**config.mk**
```make
export PLATFORM = sky130hd
export DESIGN_NAME = ula_top
export DESIGN_NICKNAME = d
export VERILOG_FILES = /design/src/source/ula_pkg.sv /design/src/source/ula_top.sv /design/src/source/pixel_mixer.sv /design/src/source/port_regs.sv /design/src/source/raster_timing.sv
export VERILOG_INCLUDE_DIRS = /design/src /design/src/source
export SDC_FILE = /design/constraint.sdc
export NUM_CORES = 1
export LEC_CHECK = 0
export BUFFER_PORTS_ARGS = -buffer_cell sky130_fd_sc_hd__buf_2
export CAP_MARGIN = 20
export CORE_ASPECT_RATIO = 0.5
export CORE_UTILIZATION = 45
export CTS_CLUSTER_SIZE = 30
export DETAILED_ROUTE_END_ITERATION = 8
export PLACE_DENSITY = 0.64
export SETUP_SLACK_MARGIN = 0.5
export SYNTH_ARGS = -nofsm -noshare
export SYNTH_HDL_FRONTEND = slang
export SYNTH_SLANG_ARGS = --single-unit
```
**constraint.sdc**
```tcl
create_clock -name clk14 -period 3.1 [get_ports clk14]
set_input_delay 0.62 -clock clk14 [delete_from_list [all_inputs] [get_ports clk14]]
set_output_delay 0.62 -clock clk14 [all_outputs]
set_load 0.05 [all_outputs]
```
**src/source/ula_consts.svh**
```systemverilog
`ifndef ULA_CONSTS_SVH
`define ULA_CONSTS_SVH

// visible screen area in pixels and lines
`define ULA_H_AREA 256
`define ULA_V_AREA 192

// pixel pipeline latency between fetch and output
`define ULA_SCREEN_DELAY 8

// Pentagon frame geometry
`define ULA_H_TOTAL 448
`define ULA_V_TOTAL 320

// horizontal sync, in pixel columns
`define ULA_HSYNC_FROM 328
`define ULA_HSYNC_TO 361

// horizontal blanking covers the sync and both porches
`define ULA_HBLANK_FROM 320
`define ULA_HBLANK_TO 384

// vertical sync lines, also blanked
`define ULA_VSYNC_FROM 248
`define ULA_VSYNC_TO 256

// frame interrupt, one window on a single line
`define ULA_INT_LINE 239
`define ULA_INT_FROM 318
`define ULA_INT_TO 384

`endif
```
**src/source/ula_pkg.sv**
```systemverilog
package ula_pkg;

	typedef logic [8:0] hcount_t;
	typedef logic [8:0] vcount_t;
	typedef logic [7:0] byte_t;
	// offset within a 16K screen bank
	typedef logic [14:0] scr_addr_t;
	// bit 2 green, bit 1 red, bit 0 blue
	typedef logic [2:0] rgb_t;

	typedef struct packed {
		hcount_t hc;
		vcount_t vc;
		logic    ck7;
		logic    hsync;
		logic    vsync;
		logic    blank;
		logic    screen_load;
		logic    screen_show;
		logic    screen_update;
		logic    blink;
	} raster_t;

	// CPU strobes, all active low
	typedef struct packed {
		logic [15:0] addr;
		logic        n_iorq;
		logic        n_rd;
		logic        n_wr;
	} bus_t;

	typedef struct packed {
		rgb_t       border;
		logic       beeper;
		logic       tape_out;
		logic [2:0] rambank;
		logic       vbank;
		logic       rombank;
		logic       locked;
	} port_state_t;

endpackage

```
**src/source/ula_top.sv**
```systemverilog
`timescale 1ns/1ps

module ula_top import ula_pkg::*; (
	input  logic        clk14,
	input  logic        rst_n,
	input  logic [15:0] addr,
	input  logic        n_iorq,
	input  logic        n_rd,
	input  logic        n_wr,
	input  byte_t       vd_in,
	output byte_t       vd_out,
	output logic        vd_oe,
	input  logic [4:0]  kd,
	input  logic        tape_in,
	output logic        tape_out,
	output logic        beeper,
	output logic [2:0]  ram_bank,
	output logic        rom_bank,
	output logic        screen_read,
	output scr_addr_t   screen_addr,
	output logic        screen_bank,
	output rgb_t        rgb,
	output logic        bright,
	output logic        hsync,
	output logic        vsync,
	output logic        csync,
	output logic        n_int
);

	raster_t     raster;
	port_state_t ports;
	bus_t        bus;

	assign bus = '{addr: addr, n_iorq: n_iorq, n_rd: n_rd, n_wr: n_wr};

	assign tape_out = ports.tape_out;
	assign beeper = ports.beeper;
	assign ram_bank = ports.rambank;
	assign rom_bank = ports.rombank;

	raster_timing i_raster (
		.clk14  (clk14),
		.rst_n  (rst_n),
		.raster (raster),
		.n_int  (n_int)
	);

	port_regs i_ports (
		.clk14   (clk14),
		.rst_n   (rst_n),
		.bus     (bus),
		.vd_in   (vd_in),
		.kd      (kd),
		.tape_in (tape_in),
		.vd_out  (vd_out),
		.vd_oe   (vd_oe),
		.ports   (ports)
	);

	pixel_mixer i_mixer (
		.clk14       (clk14),
		.rst_n       (rst_n),
		.raster      (raster),
		.ports       (ports),
		.vd_in       (vd_in),
		.screen_read (screen_read),
		.screen_addr (screen_addr),
		.screen_bank (screen_bank),
		.rgb         (rgb),
		.bright      (bright),
		.hsync       (hsync),
		.vsync       (vsync),
		.csync       (csync)
	);

endmodule

```
**src/source/pixel_mixer.sv**
```systemverilog
`timescale 1ns/1ps

module pixel_mixer import ula_pkg::*; (
	input  logic        clk14,
	input  logic        rst_n,
	input  raster_t     raster,
	input  port_state_t ports,
	input  byte_t       vd_in,
	output logic        screen_read,
	output scr_addr_t   screen_addr,
	output logic        screen_bank,
	output rgb_t        rgb,
	output logic        bright,
	output logic        hsync,
	output logic        vsync,
	output logic        csync
);

	byte_t     bitmap_next;
	byte_t     attr_next;
	byte_t     bitmap;
	byte_t     attr;
	scr_addr_t bitmap_addr;
	scr_addr_t attr_addr;
	logic      attr_read;
	logic      bitmap_read;
	logic      pixel;
	rgb_t      colour;

	// interleaved thirds: y7..6, y2..0, y5..3, then column
	assign bitmap_addr = {2'b10, raster.vc[7:6], raster.vc[2:0], raster.vc[5:3], raster.hc[7:3]};
	assign attr_addr = {5'b10110, raster.vc[7:3], raster.hc[7:3]};

	// attribute on the even phase, bitmap on the odd one
	assign attr_read = screen_read && !raster.ck7;
	assign bitmap_read = screen_read && raster.ck7;
	assign screen_addr = raster.ck7 ? bitmap_addr : attr_addr;
	assign screen_bank = ports.vbank;

	always_ff @(posedge clk14 or negedge rst_n) begin
		if (!rst_n)
			screen_read <= 1'b0;
		else
			screen_read <= raster.screen_load;
	end

	always_ff @(posedge clk14) begin
		if (attr_read)
			attr_next <= vd_in;
		if (bitmap_read)
			bitmap_next <= vd_in;
	end

	// border shows as paper with black ink outside the screen
	always_ff @(posedge clk14 or negedge rst_n) begin
		if (!rst_n) begin
			attr <= '0;
			bitmap <= '0;
		end else begin
			if (!raster.screen_show)
				attr <= {2'b00, ports.border, 3'b000};
			else if (raster.screen_update)
				attr <= attr_next;

			if (raster.screen_update)
				bitmap <= bitmap_next;
			else if (raster.ck7)
				bitmap <= {bitmap[6:0], 1'b0};
		end
	end

	assign pixel = bitmap[7] ^ (attr[7] & raster.blink);
	assign colour = pixel ? attr[2:0] : attr[5:3];

	// outputs move once per pixel
	always_ff @(posedge clk14 or negedge rst_n) begin
		if (!rst_n) begin
			rgb <= '0;
			bright <= 1'b0;
			hsync <= 1'b0;
			vsync <= 1'b0;
			csync <= 1'b1;
		end else if (raster.ck7) begin
			hsync <= raster.hsync;
			vsync <= raster.vsync;
			csync <= ~(raster.hsync ^ raster.vsync);
			if (raster.blank) begin
				rgb <= '0;
				bright <= 1'b0;
			end else begin
				rgb <= colour;
				// no bright on black
				bright <= attr[6] && (colour != 3'b000);
			end
		end
	end

endmodule

```
**src/source/port_regs.sv**
```systemverilog
`timescale 1ns/1ps

module port_regs import ula_pkg::*; (
	input  logic        clk14,
	input  logic        rst_n,
	input  bus_t        bus,
	input  byte_t       vd_in,
	input  logic [4:0]  kd,
	input  logic        tape_in,
	output byte_t       vd_out,
	output logic        vd_oe,
	output port_state_t ports
);

	logic       fe_sel;
	logic       bank_sel;
	logic [4:0] port_fe;
	logic [5:0] port_7ffd;

	// #FE answers on any even address
	assign fe_sel = !bus.n_iorq && !bus.addr[0];

	// #7FFD partial decode needs A1 and A15 low and A14 or A13 high
	assign bank_sel = !bus.n_iorq && !bus.addr[1] && !bus.addr[15] &&
		(bus.addr[14] || bus.addr[13]);

	always_ff @(posedge clk14 or negedge rst_n) begin
		if (!rst_n)
			port_fe <= '0;
		else if (fe_sel && !bus.n_wr)
			port_fe <= vd_in[4:0];
	end

	// bit 5 locks the register until the next reset
	always_ff @(posedge clk14 or negedge rst_n) begin
		if (!rst_n)
			port_7ffd <= '0;
		else if (bank_sel && !bus.n_wr && !ports.locked)
			port_7ffd <= vd_in[5:0];
	end

	always_ff @(posedge clk14 or negedge rst_n) begin
		if (!rst_n)
			vd_oe <= 1'b0;
		else
			vd_oe <= fe_sel && !bus.n_rd;
	end

	// keyboard half-row and tape level with the unused bits high
	assign vd_out = {1'b1, tape_in, 1'b1, kd};

	always_comb begin
		ports.border = port_fe[2:0];
		ports.tape_out = port_fe[3] ^ tape_in;
		ports.beeper = port_fe[4];
		ports.rambank = port_7ffd[2:0];
		ports.vbank = port_7ffd[3];
		ports.rombank = port_7ffd[4];
		ports.locked = port_7ffd[5];
	end

endmodule

```
**src/source/raster_timing.sv**
```systemverilog
`timescale 1ns/1ps
`include "ula_consts.svh"

module raster_timing import ula_pkg::*; (
	input  logic    clk14,
	input  logic    rst_n,
	output raster_t raster,
	output logic    n_int
);

	// half-pixel counter, bit 0 is the ck7 phase
	logic [9:0] hc0;
	hcount_t    hc;
	vcount_t    vc;
	logic       line_end;
	logic       frame_end;
	logic       in_screen;
	logic       vsync0;
	logic       int_window;
	logic [4:0] frame_cnt;

	assign hc = hc0[9:1];
	assign line_end = (hc0 == 10'(2 * `ULA_H_TOTAL - 1));
	assign frame_end = (vc == vcount_t'(`ULA_V_TOTAL - 1));
	assign in_screen = (vc < vcount_t'(`ULA_V_AREA));
	assign vsync0 = (vc >= vcount_t'(`ULA_VSYNC_FROM)) && (vc < vcount_t'(`ULA_VSYNC_TO));

	assign int_window = (vc == vcount_t'(`ULA_INT_LINE)) &&
		(hc >= hcount_t'(`ULA_INT_FROM)) && (hc < hcount_t'(`ULA_INT_TO));

	always_ff @(posedge clk14 or negedge rst_n) begin
		if (!rst_n) begin
			hc0 <= '0;
			vc <= '0;
		end else if (line_end) begin
			hc0 <= '0;
			if (frame_end)
				vc <= '0;
			else
				vc <= vc + 9'd1;
		end else begin
			hc0 <= hc0 + 10'd1;
		end
	end

	// interrupt strobe, frame counter steps as n_int falls
	always_ff @(posedge clk14 or negedge rst_n) begin
		if (!rst_n) begin
			n_int <= 1'b1;
			frame_cnt <= '0;
		end else begin
			n_int <= ~int_window;
			if (int_window && n_int)
				frame_cnt <= frame_cnt + 5'd1;
		end
	end

	always_comb begin
		raster.hc = hc;
		raster.vc = vc;
		raster.ck7 = hc0[0];
		raster.hsync = (hc >= hcount_t'(`ULA_HSYNC_FROM)) && (hc < hcount_t'(`ULA_HSYNC_TO));
		raster.vsync = vsync0;
		raster.blank = vsync0 ||
			((hc >= hcount_t'(`ULA_HBLANK_FROM)) && (hc < hcount_t'(`ULA_HBLANK_TO)));
		// fetch starts on the last cycle of the previous line
		raster.screen_load = in_screen && ((hc < hcount_t'(`ULA_H_AREA)) || line_end);
		raster.screen_show = in_screen &&
			(hc >= hcount_t'(`ULA_SCREEN_DELAY - 1)) &&
			(hc < hcount_t'(`ULA_H_AREA + `ULA_SCREEN_DELAY - 1));
		// once per character, on the even half of its last pixel
		raster.screen_update = in_screen && (hc <= hcount_t'(`ULA_H_AREA)) &&
			(hc0[3:0] == 4'b1110);
		raster.blink = frame_cnt[4];
	end

endmodule

```
# Word-level counts from Yosys, hierarchy flattened
# Cells that the tools add are included.
[word_totals] ff_bits=77 output_inout_bits=40 elab_cells=88
[classes] n_addsub=3 n_lt_le_gt_ge=12 n_eq_ne=5 n_mux=10 bitwise=6 n_reduce_logical=35
[ops] cell="9-bit less-than comparator (second input constant)" n=5
[ops] cell="8-bit 2-to-1 mux" n=4
[ops] cell="9-bit >= comparator (second input constant)" n=3
[ops] cell="1-bit logical AND" n=22
[ops] cell="13-bit 2-to-1 mux" n=1
[ops] cell="10-bit by 1-bit adder with 10-bit output (second input constant)" n=1
[ops] cell="10-bit == test (second input constant)" n=1
[ops] cell="10-bit 2-to-1 mux" n=1
[ops] cell="9-bit by 1-bit adder with 9-bit output (second input constant)" n=1
[ops] cell="9-bit by 8-bit == test with 1-bit output (second input constant)" n=1
[ops] cell="9-bit == test (second input constant)" n=1
[ops] cell="9-bit by 3-bit >= comparator with 1-bit output (second input constant)" n=1
[ops] cell="9-bit by 8-bit >= comparator with 1-bit output (second input constant)" n=1
[ops] cell="9-bit <= comparator (second input constant)" n=1
[ops] cell="9-bit by 8-bit less-than comparator with 1-bit output (second input constant)" n=1
[ops] cell="9-bit 2-to-1 mux" n=1
[ops] cell="1-bit logical NOT" n=8
[ops] cell="3-bit 2-to-1 mux" n=2
[ops] cell="5-bit by 1-bit adder with 5-bit output (second input constant)" n=1
[ops] cell="4-bit == test (second input constant)" n=1
[ops] cell="1-bit logical OR" n=3
[ops] cell="3-bit nonzero test" n=1
[ops] cell="1-bit XOR" n=3
[ops] cell="2-bit != test (second input constant)" n=1
[ops] cell="4 further kinds" n=5

# Logic depth before layout (Yosys ltp)
[depth] word_depth=6 depth_mapped=9 depth_no_buf=6

# Modules after synthesis
# From an unflattened synthesis, not the netlist that was laid out.
[hier_totals] hier_cells=321 hier_area_um2=3814.9
[modules_own_cells] mod="pixel_mixer" n_inst=1 cells_each=136 area_each_um2=1784.2
[modules_own_cells] mod="raster_timing" n_inst=1 cells_each=143 area_each_um2=1465.2
[modules_own_cells] mod="port_regs" n_inst=1 cells_each=42 area_each_um2=565.5

# Worst setup path before layout
# Ideal clock, no wire load.
[synth_timing] path_kind="register to output" start="reg i_raster.hc0[0]" end="out screen_addr[9]" t_arrival_ps=1709 required_ps=2480 path_slack_ps=771 path_stages_with_launch=3 path_cell_list="dfrtp_1 > clkbuf_1 > o21ai_0"
[synth_via] elab_chain_cells=1
[synth_lines] element="from (decl)" line_no="raster_timing.sv:12" text="logic [9:0] hc0;"
[synth_lines] element="from (signal assigned)" line_no="raster_timing.sv:42" text="hc0 <= hc0 + 10'd1;"
[synth_lines] element="13-bit 2-to-1 mux" line_no="pixel_mixer.sv:37" text="assign screen_addr = raster.ck7 ? bitmap_addr : attr_addr;"
[synth_lines] element="to (decl)" line_no="ula_top.sv:20" text="output scr_addr_t screen_addr,"
# No other way between the ends.

# Final worst setup path
[layout_timing] start="reg i_raster.hc0[1]" end="reg i_raster.vc[6]"
[layout_via] elab_chain_cells=1
[layout_lines] element="10-bit == test" line_no="raster_timing.sv:23" text="assign line_end = (hc0 == 10'(2 * `ULA_H_TOTAL - 1));"
[layout_lines] element="to (signal assigned)" line_no="raster_timing.sv:40" text="vc <= vc + 9'd1;"
[layout_lines] element="to (decl)" line_no="raster_timing.sv:14" text="vcount_t vc;"
# No other way between the ends.
# A chain may end at the register's enable or synchronous reset.

==> summary.txt <==
Timing
  – Worst Slack Setup Final: 0.844 ns
  – Max-slew violation count: 0
  – Final min period: 2.26 ns
  – Final setup fails: 0
  – Rel. slew slack: 0.476
  – Max frequency: 0.443 GHz
  – Final hold violation count: 0
  – Crit share post-route: 0.728
  – Setup TNS: 0 ns
  – RSZ-0062 raised after global routing: no
  – Clock Skew: 0.00288 ns
  – Hold_ws: around 0.35 ns
  – Slew @ Worst Pin: approximately 0.78 ns

Synth
  – Yosys cell types: a little under 60
  – Post-Synth Simple-Gate Area: 0.160
  – Synth Area per Inst: between 10 and 15 um^2
  – Mux contribution to synthesized area: 0.0740
  – Post-synth EDFFs: 16
  – Largest family of logic cells by synthesized area: simple AND/OR/NAND/NOR gates
  – Mapped Area: 3670 um^2
  – Main synth FF type: dfrtp_1
  – Gate Count Post-Synth: approximately 320
  – Xor and xnor area share after synthesis: 0.0334
  – Synth Area in Compound Gates: 0.0982
  – Area leader, netlist: dfrtp_1
  – Leading post-synthesis cells by cell area: dfrtp_1, edfxtp_1, buf_4
  – Synth Register Bits: 77
  – Seq/Total Area, Yosys: 0.547
  – Async set-or-reset flop fraction in the synthesized netlist: 0.792
  – Post-synthesis adder-cell area fraction: 0.0170
  – Post-synth top area share: 0.402
  – Synth warn: 0

Global route
  – M1 GR Usage: 0.257
  – Grt met3 use: 0.0599
  – Pin count of the biggest net entering global routing: 33
  – Congestion Overflow GR: 0
  – Initial antenna violation count: 0
  – Total GRT Usage: 0.203
  – Most used routing layer: met2
  – Met2 global-route usage: 0.325
  – Vias in the first global route: between 2000 and 3000
  – Global-route wire length before repair: around 13 mm

Clock network
  – Post-CTS Resized: 0
  – Htree depth: 3
  – TritonCTS Buffers: 9
  – Cts hold-fix bufs: 0
  – Clk pin slew, worst setup/hold paths: around 0.060 ns
  – CTS tree: built
  – Clock tree buffer depth: 2
  – Clock sink total: 77
  – # Post-CTS Setup Buffers: 0
  – Root Driver: clkbuf_16
  – Clock insertion delay at the later pin of the skew report: 0.33 ns

Setup path
  – Worst setup EP type: register
  – Crit Path Max Fanout: 14
  – WP buf/inv: 1
  – Worst path top cell family by delay: simple AND/OR/NAND/NOR gates
  – Crit path cell chain: ha_1 -> nand3_1 -> nor4_2 -> buf_4 -> nand2_1 -> mux2_2
  – Req. time, crit path: roughly 3.3 ns
  – Setup slack, reg-to-reg: 0.84 ns
  – Crit path DAT: 2.47 ns
  – R2r endpoint: i_raster.vc[6]
  – Critical path class: register to register
  – CP max-delay cell: nor4_2
  – Worst r2r src: i_raster.hc0[1]
  – Worst path max stage delay: 0.53 ns
  – R2R cell count: 6
  – Startpoint Class: register

Routing
  – Initial DRT Pass Iterations: 4
  – DRT antenna net count: 0
  – DRT iter0 DRCs: 128
  – DRC: 0
  – Final wirelength: 7.53 mm
  – Post-DR wirelength/cell: between 15 and 20 um
  – Via Count: 2577
  – Routed vias/inst: 5.49

Place
  – Pre-CTS setup slack: 0.894 ns
  – Gpl congestion: 0.828
  – Dpl hpwl: 5.29 mm
  – IO buf count: 49

Cells and area
  – Final net count: 396
  – Area Growth Syn to Fin: 13.3%
  – Most common cell after layout, fill and taps aside: dfrtp_1
  – Commonest cells after routing, fill and taps aside: dfrtp_1, buf_2, nand3_1
  – Share of cells above drive strength 1: 0.280
  – ANT cells: 0

Die
  – Rows: 22
  – IO Count: 75
  – Die area: 8540 um^2
  – Die X: 130 um
  – Die Y: ~66 um
  – CORE AREA: 7600 um^2
  – Initial Util: 0.483

Power
  – Peak supply drop: 0.419 mV
  – Leak pwr: 0.00183 uW
  – Pwr Density: between 500 and 600 nW/um^2
  – Total Power: 2360 uW

Min path
  – Hold crit path type: primary input to asynchronous set/reset pin

Job
  – Max-cap violations: 0

Outcome
  – Status: finished, final reports clean
==> logic make-up after synthesis <==
logic type | Yosys count
simple gates | 100
flops | 77
xor+xnor | 14
buf+inv | 41
fa+ha+maj | 5
compound gates | 59
other cells | 2
mux | 25
==> metal layers <==
layer  wire length [um]  up-vias
met2               3510       84
met3                439       12
met1               3500     1260
met4                 91        0
li1                   -     1221
met5                  0        -
==> per-stage QoR <==
step                cell area [um^2]   util  std cells
floorplan                       3680      -        325
detailed placement              3870  0.510        453
finish                          4160  0.547        469
global placement                3870  0.510        453
global route                    4160  0.547        469
CTS                             4160  0.547        469
==> cell usage after synthesis, types with 3 or more instances <==
cell,n
dfrtp_1,59
buf_4,23
nand3_1,22
o21ai_0,20
a21oi_1,16
edfxtp_1,16
nor3_1,15
nand2_1,14
mux2_2,13
mux2i_1,11
clkbuf_1,10
nor2_1,7
xnor2_1,7
xor2_1,7
a31oi_1,6
nand4_1,6
ha_1,5
nor4_1,5
inv_1,4
o2bb2ai_1,4
nor2b_1,3
or2_2,3
or4_1,3
==> registers in the layout, summed over array words and instances (netlist names) <==
name and count:
i_mixer.attr 8, i_mixer.attr_next 8, i_mixer.bitmap 8, i_mixer.bitmap_next 8, i_mixer.bright 1, i_mixer.csync 1
i_mixer.hsync 1, i_mixer.rgb 3, i_mixer.screen_read 1, i_mixer.vsync 1, i_ports.port_7ffd 6, i_ports.port_fe 5
i_ports.vd_oe 1, i_raster.frame_cnt 5, i_raster.hc0 10, i_raster.n_int 1, i_raster.vc 9
==> worst max-delay path by stage <==
stage,slack (ns),startpoint,to,cells past startpoint
after global placement,0.91,i_raster.hc0[1],i_raster.vc[6],6
after detailed placement,0.89,i_raster.vc[1],i_raster.frame_cnt[1],5
after global routing,0.66,i_raster.hc0[1],i_raster.vc[6],6
after CTS,0.86,i_raster.vc[1],i_raster.frame_cnt[1],5
after floorplan,0.77,i_raster.hc0[0],screen_addr[9],2
final,0.84,i_raster.hc0[1],i_raster.vc[6],6
==> where the power goes <==
| part | switching (uW) | leakage [uW] | internal (uW) | total (uW) |
|---|---|---|---|---|
| registers | 25.6 | 0.000916 | 1090 | 1110 |
| clock network | 385 | 0.000137 | 618 | 1000 |
| logic | 175 | 0.000776 | 67.6 | 243 |
==> worst reg2reg max path, cell delays in order (launching register included) <==
cell and delay, ns:
dfrtp_1 0.46, ha_1 0.30, nand3_1 0.20, nor4_2 0.53, buf_4 0.30, nand2_1 0.08, mux2_2 0.27
==> cell type report <==
class                           count  area, um^2
Clock buffer                       11         233
Clock inverter                      5        51.3
Fill cell                         687        3440
Inverter                            6        22.5
Multi-Input combinational cell    207        1420
Sequential cell                    77        2010
Tap cell                          108         135
Timing Repair Buffer               55         290
Note: power is estimated with default switching activity, not from simulation.
